`src/be_pkg.sv`:
```
/* Backend redirect control types */
package be_pkg;

  localparam int vaddr_width     = 39;
  localparam int metadata_width  = 16;
  localparam int priv_width      = 2;
  localparam int instr_width     = 32;
  localparam int pte_leaf_width  = 53;
  localparam int cmd_queue_depth = 4;
  localparam int cmd_ptr_width   = $clog2(cmd_queue_depth);

  typedef logic [vaddr_width-1:0]    vaddr_t;
  typedef logic [metadata_width-1:0] metadata_t;
  typedef logic [priv_width-1:0]     priv_t;
  typedef logic [instr_width-1:0]    instr_t;
  typedef logic [pte_leaf_width-1:0] pte_leaf_t;

  typedef enum logic [2:0] {
    e_op_state_reset,
    e_op_itlb_fill,
    e_op_itlb_fence,
    e_op_pc_redirect,
    e_op_wait,
    e_op_icache_fence,
    e_op_icache_fill,
    e_op_attaboy
  } fe_opcode_e;

  typedef enum logic [2:0] {
    e_subop_translation_switch,
    e_subop_eret,
    e_subop_trap,
    e_subop_interrupt,
    e_subop_branch_mispredict
  } redirect_subop_e;

  typedef enum logic [1:0] {
    e_not_a_branch,
    e_pred_taken,
    e_pred_ntaken
  } mispredict_reason_e;

  // Operand carries the PTE on ITLB fills and the instruction on icache fills
  typedef struct packed {
    fe_opcode_e         opcode;
    vaddr_t             npc;
    redirect_subop_e    subop;
    priv_t              priv;
    logic               translation_en;
    mispredict_reason_e reason;
    logic               taken;
    metadata_t          metadata;
    pte_leaf_t          operand;
  } fe_cmd_s;

  typedef struct packed {
    vaddr_t    pc;
    metadata_t metadata;
  } issue_pkt_s;

  typedef struct packed {
    logic   v;
    logic   branch;
    logic   btaken;
    vaddr_t npc;
  } br_pkt_s;

  typedef struct packed {
    logic      npc_w_v;
    vaddr_t    npc;
    vaddr_t    vaddr;
    priv_t     priv_n;
    logic      translation_en_n;
    pte_leaf_t pte_leaf;
    instr_t    instr;
    logic      unfreeze;
    logic      itlb_fill_v;
    logic      sfence;
    logic      csrw;
    logic      wfi;
    logic      fencei;
    logic      icache_miss;
    logic      eret;
    logic      exception;
    logic      interrupt;
  } commit_pkt_s;

  typedef enum logic [1:0] {
    e_freeze,
    e_run,
    e_fence,
    e_wait
  } be_state_e;

endpackage

```
`src/be_commit_cmd_encoder.sv`:
```
/* Commit event to frontend command encoder */
`timescale 1ns/100ps

module be_commit_cmd_encoder
  (input  be_pkg::commit_pkt_s commit_pkt_i
   , input  be_pkg::vaddr_t    npc_i
   , output be_pkg::fe_cmd_s   cmd_o
   , output logic              cmd_v_o
   );

  always_comb
  begin
    cmd_o   = '0;
    cmd_v_o = 1'b1;

    if (commit_pkt_i.unfreeze)
    begin
      cmd_o.opcode         = be_pkg::e_op_state_reset;
      cmd_o.npc            = npc_i;
      cmd_o.priv           = commit_pkt_i.priv_n;
      cmd_o.translation_en = commit_pkt_i.translation_en_n;
    end
    else if (commit_pkt_i.itlb_fill_v)
    begin
      // Fills always restart at the faulting address
      cmd_o.opcode  = be_pkg::e_op_itlb_fill;
      cmd_o.npc     = commit_pkt_i.vaddr;
      cmd_o.operand = commit_pkt_i.pte_leaf;
    end
    else if (commit_pkt_i.sfence)
    begin
      cmd_o.opcode = be_pkg::e_op_itlb_fence;
      cmd_o.npc    = commit_pkt_i.npc;
    end
    else if (commit_pkt_i.csrw)
    begin
      cmd_o.opcode         = be_pkg::e_op_pc_redirect;
      cmd_o.npc            = commit_pkt_i.npc;
      cmd_o.subop          = be_pkg::e_subop_translation_switch;
      cmd_o.translation_en = commit_pkt_i.translation_en_n;
    end
    else if (commit_pkt_i.wfi)
    begin
      cmd_o.opcode = be_pkg::e_op_wait;
      cmd_o.npc    = commit_pkt_i.npc;
    end
    else if (commit_pkt_i.fencei)
    begin
      cmd_o.opcode = be_pkg::e_op_icache_fence;
      cmd_o.npc    = commit_pkt_i.npc;
    end
    else if (commit_pkt_i.icache_miss)
    begin
      cmd_o.opcode  = be_pkg::e_op_icache_fill;
      cmd_o.npc     = commit_pkt_i.vaddr;
      cmd_o.operand = be_pkg::pte_leaf_t'(commit_pkt_i.instr);
    end
    else if (commit_pkt_i.eret)
    begin
      cmd_o.opcode         = be_pkg::e_op_pc_redirect;
      cmd_o.npc            = commit_pkt_i.npc;
      cmd_o.subop          = be_pkg::e_subop_eret;
      cmd_o.priv           = commit_pkt_i.priv_n;
      cmd_o.translation_en = commit_pkt_i.translation_en_n;
    end
    else if (commit_pkt_i.exception || commit_pkt_i.interrupt)
    begin
      // Exception wins when both arrive together
      cmd_o.opcode         = be_pkg::e_op_pc_redirect;
      cmd_o.npc            = commit_pkt_i.npc;
      cmd_o.subop          = commit_pkt_i.exception ? be_pkg::e_subop_trap
                                                    : be_pkg::e_subop_interrupt;
      cmd_o.priv           = commit_pkt_i.priv_n;
      cmd_o.translation_en = commit_pkt_i.translation_en_n;
    end
    else
    begin
      cmd_v_o = 1'b0;
    end
  end

endmodule

```
`src/be_cmd_queue.sv`:
```
/* Frontend command queue */
`timescale 1ns/100ps

module be_cmd_queue
  (input  logic              clk_i
   , input  logic            reset_i
   , input  be_pkg::fe_cmd_s cmd_i
   , input  logic            cmd_v_i
   , output be_pkg::fe_cmd_s cmd_o
   , output logic            cmd_v_o
   , input  logic            pop_i
   , output logic            empty_n_o
   , output logic            empty_r_o
   , output logic            full_n_o
   , output logic            full_r_o
   );

  be_pkg::fe_cmd_s                  mem [be_pkg::cmd_queue_depth];
  logic [be_pkg::cmd_ptr_width-1:0] rd_ptr_r;
  logic [be_pkg::cmd_ptr_width-1:0] wr_ptr_r;
  logic [be_pkg::cmd_ptr_width:0]   count_r;
  logic [be_pkg::cmd_ptr_width:0]   count_n;
  logic                             wr_en;
  logic                             rd_en;

  assign wr_en = cmd_v_i & ~full_r_o;
  assign rd_en = pop_i & ~empty_r_o;

  always_comb
  begin
    count_n = count_r;
    if (wr_en && !rd_en)
      count_n = count_r + 1'b1;
    else if (rd_en && !wr_en)
      count_n = count_r - 1'b1;
  end

  assign empty_n_o = (count_n == '0);
  assign full_n_o  = (count_n == (be_pkg::cmd_ptr_width+1)'(be_pkg::cmd_queue_depth));

  always_ff @(posedge clk_i)
  begin
    if (reset_i)
    begin
      rd_ptr_r  <= '0;
      wr_ptr_r  <= '0;
      count_r   <= '0;
      empty_r_o <= 1'b1;
      full_r_o  <= 1'b0;
    end
    else
    begin
      // Depth is a power of two so the pointers wrap naturally
      if (wr_en)
        wr_ptr_r <= wr_ptr_r + 1'b1;
      if (rd_en)
        rd_ptr_r <= rd_ptr_r + 1'b1;
      count_r   <= count_n;
      empty_r_o <= empty_n_o;
      full_r_o  <= full_n_o;
    end
  end

  always_ff @(posedge clk_i)
  begin
    if (wr_en)
      mem[wr_ptr_r] <= cmd_i;
  end

  assign cmd_o   = mem[rd_ptr_r];
  assign cmd_v_o = ~empty_r_o;

  a_no_pop_empty: assert property (@(posedge clk_i) disable iff (reset_i)
    pop_i |-> !empty_r_o);
  a_no_write_full: assert property (@(posedge clk_i) disable iff (reset_i)
    cmd_v_i |-> !full_r_o);

endmodule

```
`src/be_director.sv`:
```
/* Backend PC director */
`timescale 1ns/100ps

module be_director
  (input  logic                 clk_i
   , input  logic               reset_i
   , input  be_pkg::issue_pkt_s issue_pkt_i
   , input  logic               dispatch_v_i
   , input  be_pkg::br_pkt_s    br_pkt_i
   , input  be_pkg::commit_pkt_s commit_pkt_i
   , input  logic               freeze_i
   , input  logic               irq_waiting_i
   , output be_pkg::vaddr_t     expected_npc_o
   , output logic               poison_isd_o
   , output logic               clear_iss_o
   , output logic               suppress_iss_o
   , output logic               unfreeze_o
   , output be_pkg::fe_cmd_s    q_cmd_o
   , output logic               q_cmd_v_o
   , input  logic               q_empty_r_i
   , input  logic               q_full_r_i
   );

  be_pkg::be_state_e state_r;
  be_pkg::be_state_e state_n;
  be_pkg::vaddr_t    npc_r;
  be_pkg::vaddr_t    npc_n;
  logic              npc_w_v;
  logic              branch_pending_r;
  logic              taken_pending_r;
  logic              last_branch;
  logic              last_taken;
  logic              npc_mismatch;
  logic              npc_match;
  logic              is_run;
  be_pkg::fe_cmd_s   commit_cmd;
  logic              commit_cmd_v;
  logic              cmd_nonattaboy_v;

  // Commit redirect overrides the execute-stage branch target
  assign npc_w_v = commit_pkt_i.npc_w_v | br_pkt_i.v;
  assign npc_n   = commit_pkt_i.npc_w_v ? commit_pkt_i.npc : br_pkt_i.npc;

  always_ff @(posedge clk_i)
  begin
    if (reset_i)
      npc_r <= '0;
    else if (npc_w_v)
      npc_r <= npc_n;
  end

  assign expected_npc_o = npc_w_v ? npc_n : npc_r;

  assign npc_mismatch = dispatch_v_i & (expected_npc_o != issue_pkt_i.pc);
  assign npc_match    = dispatch_v_i & (expected_npc_o == issue_pkt_i.pc);
  assign poison_isd_o = commit_pkt_i.npc_w_v | npc_mismatch;

  // Branch outcome held until the next instruction dispatches
  always_ff @(posedge clk_i)
  begin
    if (reset_i || dispatch_v_i)
    begin
      branch_pending_r <= 1'b0;
      taken_pending_r  <= 1'b0;
    end
    else if (br_pkt_i.v)
    begin
      branch_pending_r <= branch_pending_r | br_pkt_i.branch;
      taken_pending_r  <= taken_pending_r | br_pkt_i.btaken;
    end
  end

  assign last_branch = branch_pending_r | (br_pkt_i.v & br_pkt_i.branch);
  assign last_taken  = taken_pending_r | (br_pkt_i.v & br_pkt_i.btaken);

  be_commit_cmd_encoder u_commit_cmd_encoder
    (.commit_pkt_i(commit_pkt_i)
     , .npc_i(npc_n)
     , .cmd_o(commit_cmd)
     , .cmd_v_o(commit_cmd_v)
     );

  assign is_run = (state_r == be_pkg::e_run);

  always_comb
  begin
    q_cmd_o   = commit_cmd;
    q_cmd_v_o = commit_cmd_v;
    if (!commit_cmd_v && npc_mismatch)
    begin
      q_cmd_o          = '0;
      q_cmd_o.opcode   = be_pkg::e_op_pc_redirect;
      q_cmd_o.npc      = expected_npc_o;
      q_cmd_o.subop    = be_pkg::e_subop_branch_mispredict;
      q_cmd_o.metadata = issue_pkt_i.metadata;
      q_cmd_o.reason   = !last_branch ? be_pkg::e_not_a_branch
                       : last_taken   ? be_pkg::e_pred_taken
                                      : be_pkg::e_pred_ntaken;
      q_cmd_v_o        = ~q_full_r_i & is_run;
    end
    else if (!commit_cmd_v && npc_match && last_branch)
    begin
      q_cmd_o          = '0;
      q_cmd_o.opcode   = be_pkg::e_op_attaboy;
      q_cmd_o.npc      = expected_npc_o;
      q_cmd_o.taken    = last_taken;
      q_cmd_o.metadata = issue_pkt_i.metadata;
      q_cmd_v_o        = ~q_full_r_i & is_run;
    end
  end

  assign cmd_nonattaboy_v = q_cmd_v_o & (q_cmd_o.opcode != be_pkg::e_op_attaboy);

  always_comb
  begin
    state_n = state_r;
    unique case (state_r)
      be_pkg::e_run:
        if (commit_pkt_i.wfi)
          state_n = be_pkg::e_wait;
        else if (cmd_nonattaboy_v)
          state_n = be_pkg::e_fence;
        else if (freeze_i)
          state_n = be_pkg::e_freeze;
      be_pkg::e_wait:
        if (irq_waiting_i)
          state_n = be_pkg::e_fence;
      be_pkg::e_fence:
        if (q_empty_r_i)
          state_n = be_pkg::e_run;
      default:
        if (commit_pkt_i.unfreeze)
          state_n = be_pkg::e_run;
    endcase
  end

  always_ff @(posedge clk_i)
  begin
    if (reset_i)
      state_r <= be_pkg::e_freeze;
    else
      state_r <= state_n;
  end

  assign suppress_iss_o = ~is_run;
  assign clear_iss_o    = (state_r == be_pkg::e_fence) & q_empty_r_i;
  assign unfreeze_o     = (state_r == be_pkg::e_freeze) & ~freeze_i;

  a_commit_room: assert property (@(posedge clk_i) disable iff (reset_i)
    commit_cmd_v |-> !q_full_r_i);

endmodule

```
`src/be_fe_cmd_port.sv`:
```
/* Four-phase frontend command port */
`timescale 1ns/100ps

module be_fe_cmd_port
  (input  logic              clk_i
   , input  logic            reset_i
   , input  be_pkg::fe_cmd_s cmd_i
   , input  logic            cmd_v_i
   , output logic            pop_o
   , output be_pkg::fe_cmd_s fe_cmd_o
   , output logic            fe_req_o
   , input  logic            fe_ack_i
   );

  typedef enum logic [1:0] {e_idle, e_req, e_release} port_state_e;

  port_state_e     state_r;
  port_state_e     state_n;
  be_pkg::fe_cmd_s cmd_r;
  logic            load;

  // Start only once the previous ack has fully dropped
  assign load = (state_r == e_idle) & cmd_v_i & ~fe_ack_i;

  always_comb
  begin
    state_n = state_r;
    unique case (state_r)
      e_idle:    if (load) state_n = e_req;
      e_req:     if (fe_ack_i) state_n = e_release;
      e_release: if (!fe_ack_i) state_n = e_idle;
      default:   state_n = e_idle;
    endcase
  end

  always_ff @(posedge clk_i)
  begin
    if (reset_i)
      state_r <= e_idle;
    else
      state_r <= state_n;
  end

  always_ff @(posedge clk_i)
  begin
    if (load)
      cmd_r <= cmd_i;
  end

  assign fe_req_o = (state_r == e_req);
  assign fe_cmd_o = cmd_r;
  assign pop_o    = (state_r == e_release) & ~fe_ack_i;

  a_cmd_stable: assert property (@(posedge clk_i) disable iff (reset_i)
    fe_req_o |=> !fe_req_o || $stable(fe_cmd_o));

endmodule

```
`src/be_director_top.sv`:
```
/* Backend redirect control top */
`timescale 1ns/100ps

module be_director_top
  (input  logic                  clk_i
   , input  logic                reset_i
   , input  be_pkg::issue_pkt_s  issue_pkt_i
   , input  logic                dispatch_v_i
   , input  be_pkg::br_pkt_s     br_pkt_i
   , input  be_pkg::commit_pkt_s commit_pkt_i
   , input  logic                freeze_i
   , input  logic                irq_waiting_i
   , output be_pkg::vaddr_t      expected_npc_o
   , output logic                poison_isd_o
   , output logic                clear_iss_o
   , output logic                suppress_iss_o
   , output logic                unfreeze_o
   , output be_pkg::fe_cmd_s     fe_cmd_o
   , output logic                fe_req_o
   , input  logic                fe_ack_i
   );

  be_pkg::fe_cmd_s q_cmd_in;
  logic            q_cmd_in_v;
  be_pkg::fe_cmd_s q_head;
  logic            q_head_v;
  logic            q_pop;
  logic            q_empty_r;
  logic            q_full_r;

  be_director u_director
    (.clk_i(clk_i)
     , .reset_i(reset_i)
     , .issue_pkt_i(issue_pkt_i)
     , .dispatch_v_i(dispatch_v_i)
     , .br_pkt_i(br_pkt_i)
     , .commit_pkt_i(commit_pkt_i)
     , .freeze_i(freeze_i)
     , .irq_waiting_i(irq_waiting_i)
     , .expected_npc_o(expected_npc_o)
     , .poison_isd_o(poison_isd_o)
     , .clear_iss_o(clear_iss_o)
     , .suppress_iss_o(suppress_iss_o)
     , .unfreeze_o(unfreeze_o)
     , .q_cmd_o(q_cmd_in)
     , .q_cmd_v_o(q_cmd_in_v)
     , .q_empty_r_i(q_empty_r)
     , .q_full_r_i(q_full_r)
     );

  be_cmd_queue u_cmd_queue
    (.clk_i(clk_i)
     , .reset_i(reset_i)
     , .cmd_i(q_cmd_in)
     , .cmd_v_i(q_cmd_in_v)
     , .cmd_o(q_head)
     , .cmd_v_o(q_head_v)
     , .pop_i(q_pop)
     , .empty_n_o()
     , .empty_r_o(q_empty_r)
     , .full_n_o()
     , .full_r_o(q_full_r)
     );

  be_fe_cmd_port u_fe_cmd_port
    (.clk_i(clk_i)
     , .reset_i(reset_i)
     , .cmd_i(q_head)
     , .cmd_v_i(q_head_v)
     , .pop_o(q_pop)
     , .fe_cmd_o(fe_cmd_o)
     , .fe_req_o(fe_req_o)
     , .fe_ack_i(fe_ack_i)
     );

endmodule

```
`config.mk`:
```
export PLATFORM = sky130hd
export DESIGN_NAME = be_director_top
export DESIGN_NICKNAME = d
export VERILOG_FILES = /design/src/be_pkg.sv /design/src/be_commit_cmd_encoder.sv /design/src/be_cmd_queue.sv /design/src/be_director.sv /design/src/be_fe_cmd_port.sv /design/src/be_director_top.sv
export SDC_FILE = /design/constraint.sdc
export NUM_CORES = 1
export LEC_CHECK = 0
export ABC_CLOCK_PERIOD_IN_PS = 41500
export BUFFER_PORTS_ARGS = -buffer_cell sky130_fd_sc_hd__buf_4
export CAP_MARGIN = 0
export CELL_PAD_IN_SITES_DETAIL_PLACEMENT = 0
export CELL_PAD_IN_SITES_GLOBAL_PLACEMENT = 1
export CORE_MARGIN = 5
export CORE_UTILIZATION = 51
export CTS_CLUSTER_SIZE = 14
export DETAILED_ROUTE_END_ITERATION = 16
export GPL_TIMING_DRIVEN = 0
export PLACE_DENSITY_LB_ADDON = 0.1
export SLEW_MARGIN = 0
export SYNTH_ARGS = -nofsm -noshare
export SYNTH_HDL_FRONTEND = slang
export SYNTH_SLANG_ARGS = --single-unit
```
`constraint.sdc`:
```
create_clock -name clk_i -period 41.5 [get_ports clk_i]
set_clock_uncertainty 0.1 [all_clocks]
set_input_delay 4.15 -clock clk_i [delete_from_list [all_inputs] [get_ports clk_i]]
set_output_delay 4.15 -clock clk_i [all_outputs]
set_load 0.01 [all_outputs]
```
==> results.tsv <==
metric	value	unit
yosys warns	0	
WHS Path Cells	2	
EDFF count, synth	600	
post-layout util	64.49	%
min cycle time layout	11.61	ns
critical path arrival	7.36	ns
synthesized flop and latch total	654	
total gr overflow	0	
Worst EP required	37.25	ns
worst hold endpoint	u_director.taken_pending_r	
Tightest Pin Transition	1.398	ns
Slew Limit Headroom	5.912	%
Worst VDD drop	0.02697	mV
Final period util	27.99	%
crit-path max FO	10	
Worst-Skew Late Latency	0.59	ns
critical path class	in2out	
drt drc	0	
core box area	0.05109	mm^2
Die ar.	0.05608	mm^2
TritonRoute pass-1 iters	6	
Synthesized Nets	1771	
Critical Path Source Type	input pin	
r2r setup slk	36.61	ns
initial antenna violation count	1	
PwrDens	48.21	mW/mm^2
Routed Antenna Nets	0	
wire per inst	26.79	um
final slew viol count	0	
FF-to-FF Start	u_director.npc_r[4]	
Max Freq	0.08610	GHz
CTS buffer count	68	
gp weighted congestion	0.9333	
Tot GR Track Use	25.79	%
max-cap violations	0	
Worst Hold Launch	u_director.taken_pending_r	
# H-tree levels	3	
TritonCTS clock tree	done	
RSZ-0062 raised after global routing	no	
status	finished, final reports clean	
Worst Hold Class	reg2reg	
post-CTS setup buffers	0	
num rows	83	
Die Ht	236.8	um
vias in the first global route	16210	
root buffer cell	clkbuf_16	
Final Hold Fails	0	
post-route setup TNS	0	ns
Finished Cell Area	0.03295	mm^2
Post-Syn Instances	1481	
share of layout cells above drive strength 1	35.07	%
Area Growth Syn to Fin	25.59	%
CTS clock-pin slew for the worst setup and hold paths	0.06	ns
DRT Wirelength	73660	um
first-pass GRT wire length	107100	um
syn avg cell area	17.71	um^2
HPWL after DPL	52570	um
Worst Reg2Reg Path Length in Cells	10	
placed instance area	0.03081	mm^2
Synth Cell Area	0.02624	mm^2
Vias/cell	5.746	
cts hold-fix bufs	0	
placed cell count	2630	
PostCTS Resize Cnt	0	
FILL cells	3706	
Synth async-reset ratio	0	%
sequential share of the synthesized area	72.80	%
Initial Util	51.35	%
IO Port Bufs	439	
leak pwr	12.18	nW
largest net degree at the start of global routing	57	
n_diodes	0	
I/O pins	444	
ys flop type	edfxtp_1	
detailed-route via count	15800	
count of different cell masters after synthesis	55	
post-layout total power	1.589	mW
CTS max path bufs	3	
CTS sink cnt	654	
WHS	0.4653	ns
fin nets	2310	
initial DRC count	1476	
register area	0.01910	mm^2
Finished Layout Cells	2750	
Horiz. Die Dim	236.8	um
CP endpoint kind	primary output	
Multi-input gate area	0.006559	mm^2
setup ws final	29.89	ns
FF-to-FF End	u_cmd_queue.mem[0][111]	
Place WS	29.84	ns
Finish-stage setup viols	0	
flip-flops by register name (all words and copies together), names as in the netlist:
signal                       cells
u_cmd_queue.wr_ptr_r             2
u_director.state_r               2
u_cmd_queue.mem                480
u_cmd_queue.empty_r_o            1
u_director.npc_r                39
u_fe_cmd_port.fe_cmd_o         120
u_cmd_queue.rd_ptr_r             2
u_cmd_queue.full_r_o             1
u_director.branch_pending_r      1
u_director.taken_pending_r       1
u_cmd_queue.count_r              3
u_fe_cmd_port.state_r            2
critical path: stages:
cell     delay [ns]
buf_2          0.17
buf_6          0.25
mux2_2         0.39
mux2i_4        0.28
xnor2_1        0.10
nor4_1         1.14
nand3_1        0.29
o21ai_1        0.28
nand2_1        0.11
buf_4          0.20
per-layer routing:
metal	global-route usage, %	vias to the layer above	share of wire [%]
li1	-	6982	-
met1	35.16	7995	40
met2	42.24	719	49
met3	6.126	104	8.4
met4	7.189	2	2.3
met5	0	-	0.018
worst max-delay path by stage:
stage,startpoint,endpoint
floorplan,fe_ack_i,u_fe_cmd_port.fe_cmd_o[0]
CTS,br_pkt_i[41],poison_isd_o
finish,br_pkt_i[41],poison_isd_o
detailed placement,br_pkt_i[41],poison_isd_o
global placement,fe_ack_i,u_fe_cmd_port.fe_cmd_o[28]
global route,br_pkt_i[41],poison_isd_o
power by group:
part,internal [mW],leakage (nW),switching [mW],total [mW]
Combinational,0.0850,4.92,0.108,0.193
Sequential,0.794,6.22,0.0161,0.810
Clock,0.341,1.04,0.245,0.586
Total,1.22,12.2,0.369,1.59
area by class of cell:
| cell class | count | share of cell area (%) |
|---|---|---|
| Clock buffer | 88 | 5.616 |
| Tap cell | 680 | 2.582 |
| Sequential cell | 654 | 57.96 |
| Buffer | 85 | 1.052 |
| Inverter | 69 | 0.7861 |
| Clock inverter | 32 | 0.8772 |
| Multi-Input combinational cell | 673 | 19.91 |
| Timing Repair Buffer | 469 | 11.22 |
placed cells by master (no fill, tap or decap), types with 27 or more instances in the layout:
cell       netlist  routed
edfxtp_1       600     600
buf_4            2     459
mux4_2         120     120
nor2_1         101     101
clkbuf_16        0      71
clkbuf_1        51      67
inv_1           64      64
dfxtp_1         54      54
nand2_1         49      49
a222oi_1        35      35
mux2i_1         33      33
a22o_1          32      32
nor2b_1         31      31
a21oi_1         27      27
kinds of logic (layout without fill, tap and decap cells):
family	Yosys count	after routing	share of synthesized area (%)
flops	654	654	72.80
simple gates	256	256	4.760
compound gates	210	210	6.105
mux	174	174	12.79
buf+inv	154	743	2.308
xor+xnor	23	23	0.7678
fa+ha+maj	10	10	0.4769
cells in the mapped netlist, types with 5 or more instances:
cell      instances  area [um^2]
nor2_1          101        379.1
a211oi_1          8        60.06
buf_2            10        50.05
a222oi_1         35        350.3
mux4_2          120         2703
nand2b_1          6        37.54
a211o_1          14        122.6
o211ai_1         26        195.2
dfxtp_1          54         1081
xnor2_1          17        148.9
clkbuf_1         51        191.4
o21a_1           25        187.7
ha_1             10        125.1
nand4b_1          8        70.07
nand2_1          49        183.9
and2_1           29        181.4
nor2b_1          31        193.9
buf_1            21        78.83
inv_2             5        18.77
mux2_4            5        75.07
mux2i_4           5        112.6
nand3_1           5        25.02
o21ai_0          23        115.1
nor4_1            8        50.05
inv_1            64        240.2
edfxtp_1        600        18020
nor3_1            7        35.03
mux2i_1          33        330.3
a22o_1           32        280.3
a21oi_1          27        135.1
xor2_1            6        52.55
Note: power is estimated with default switching activity, not from simulation.
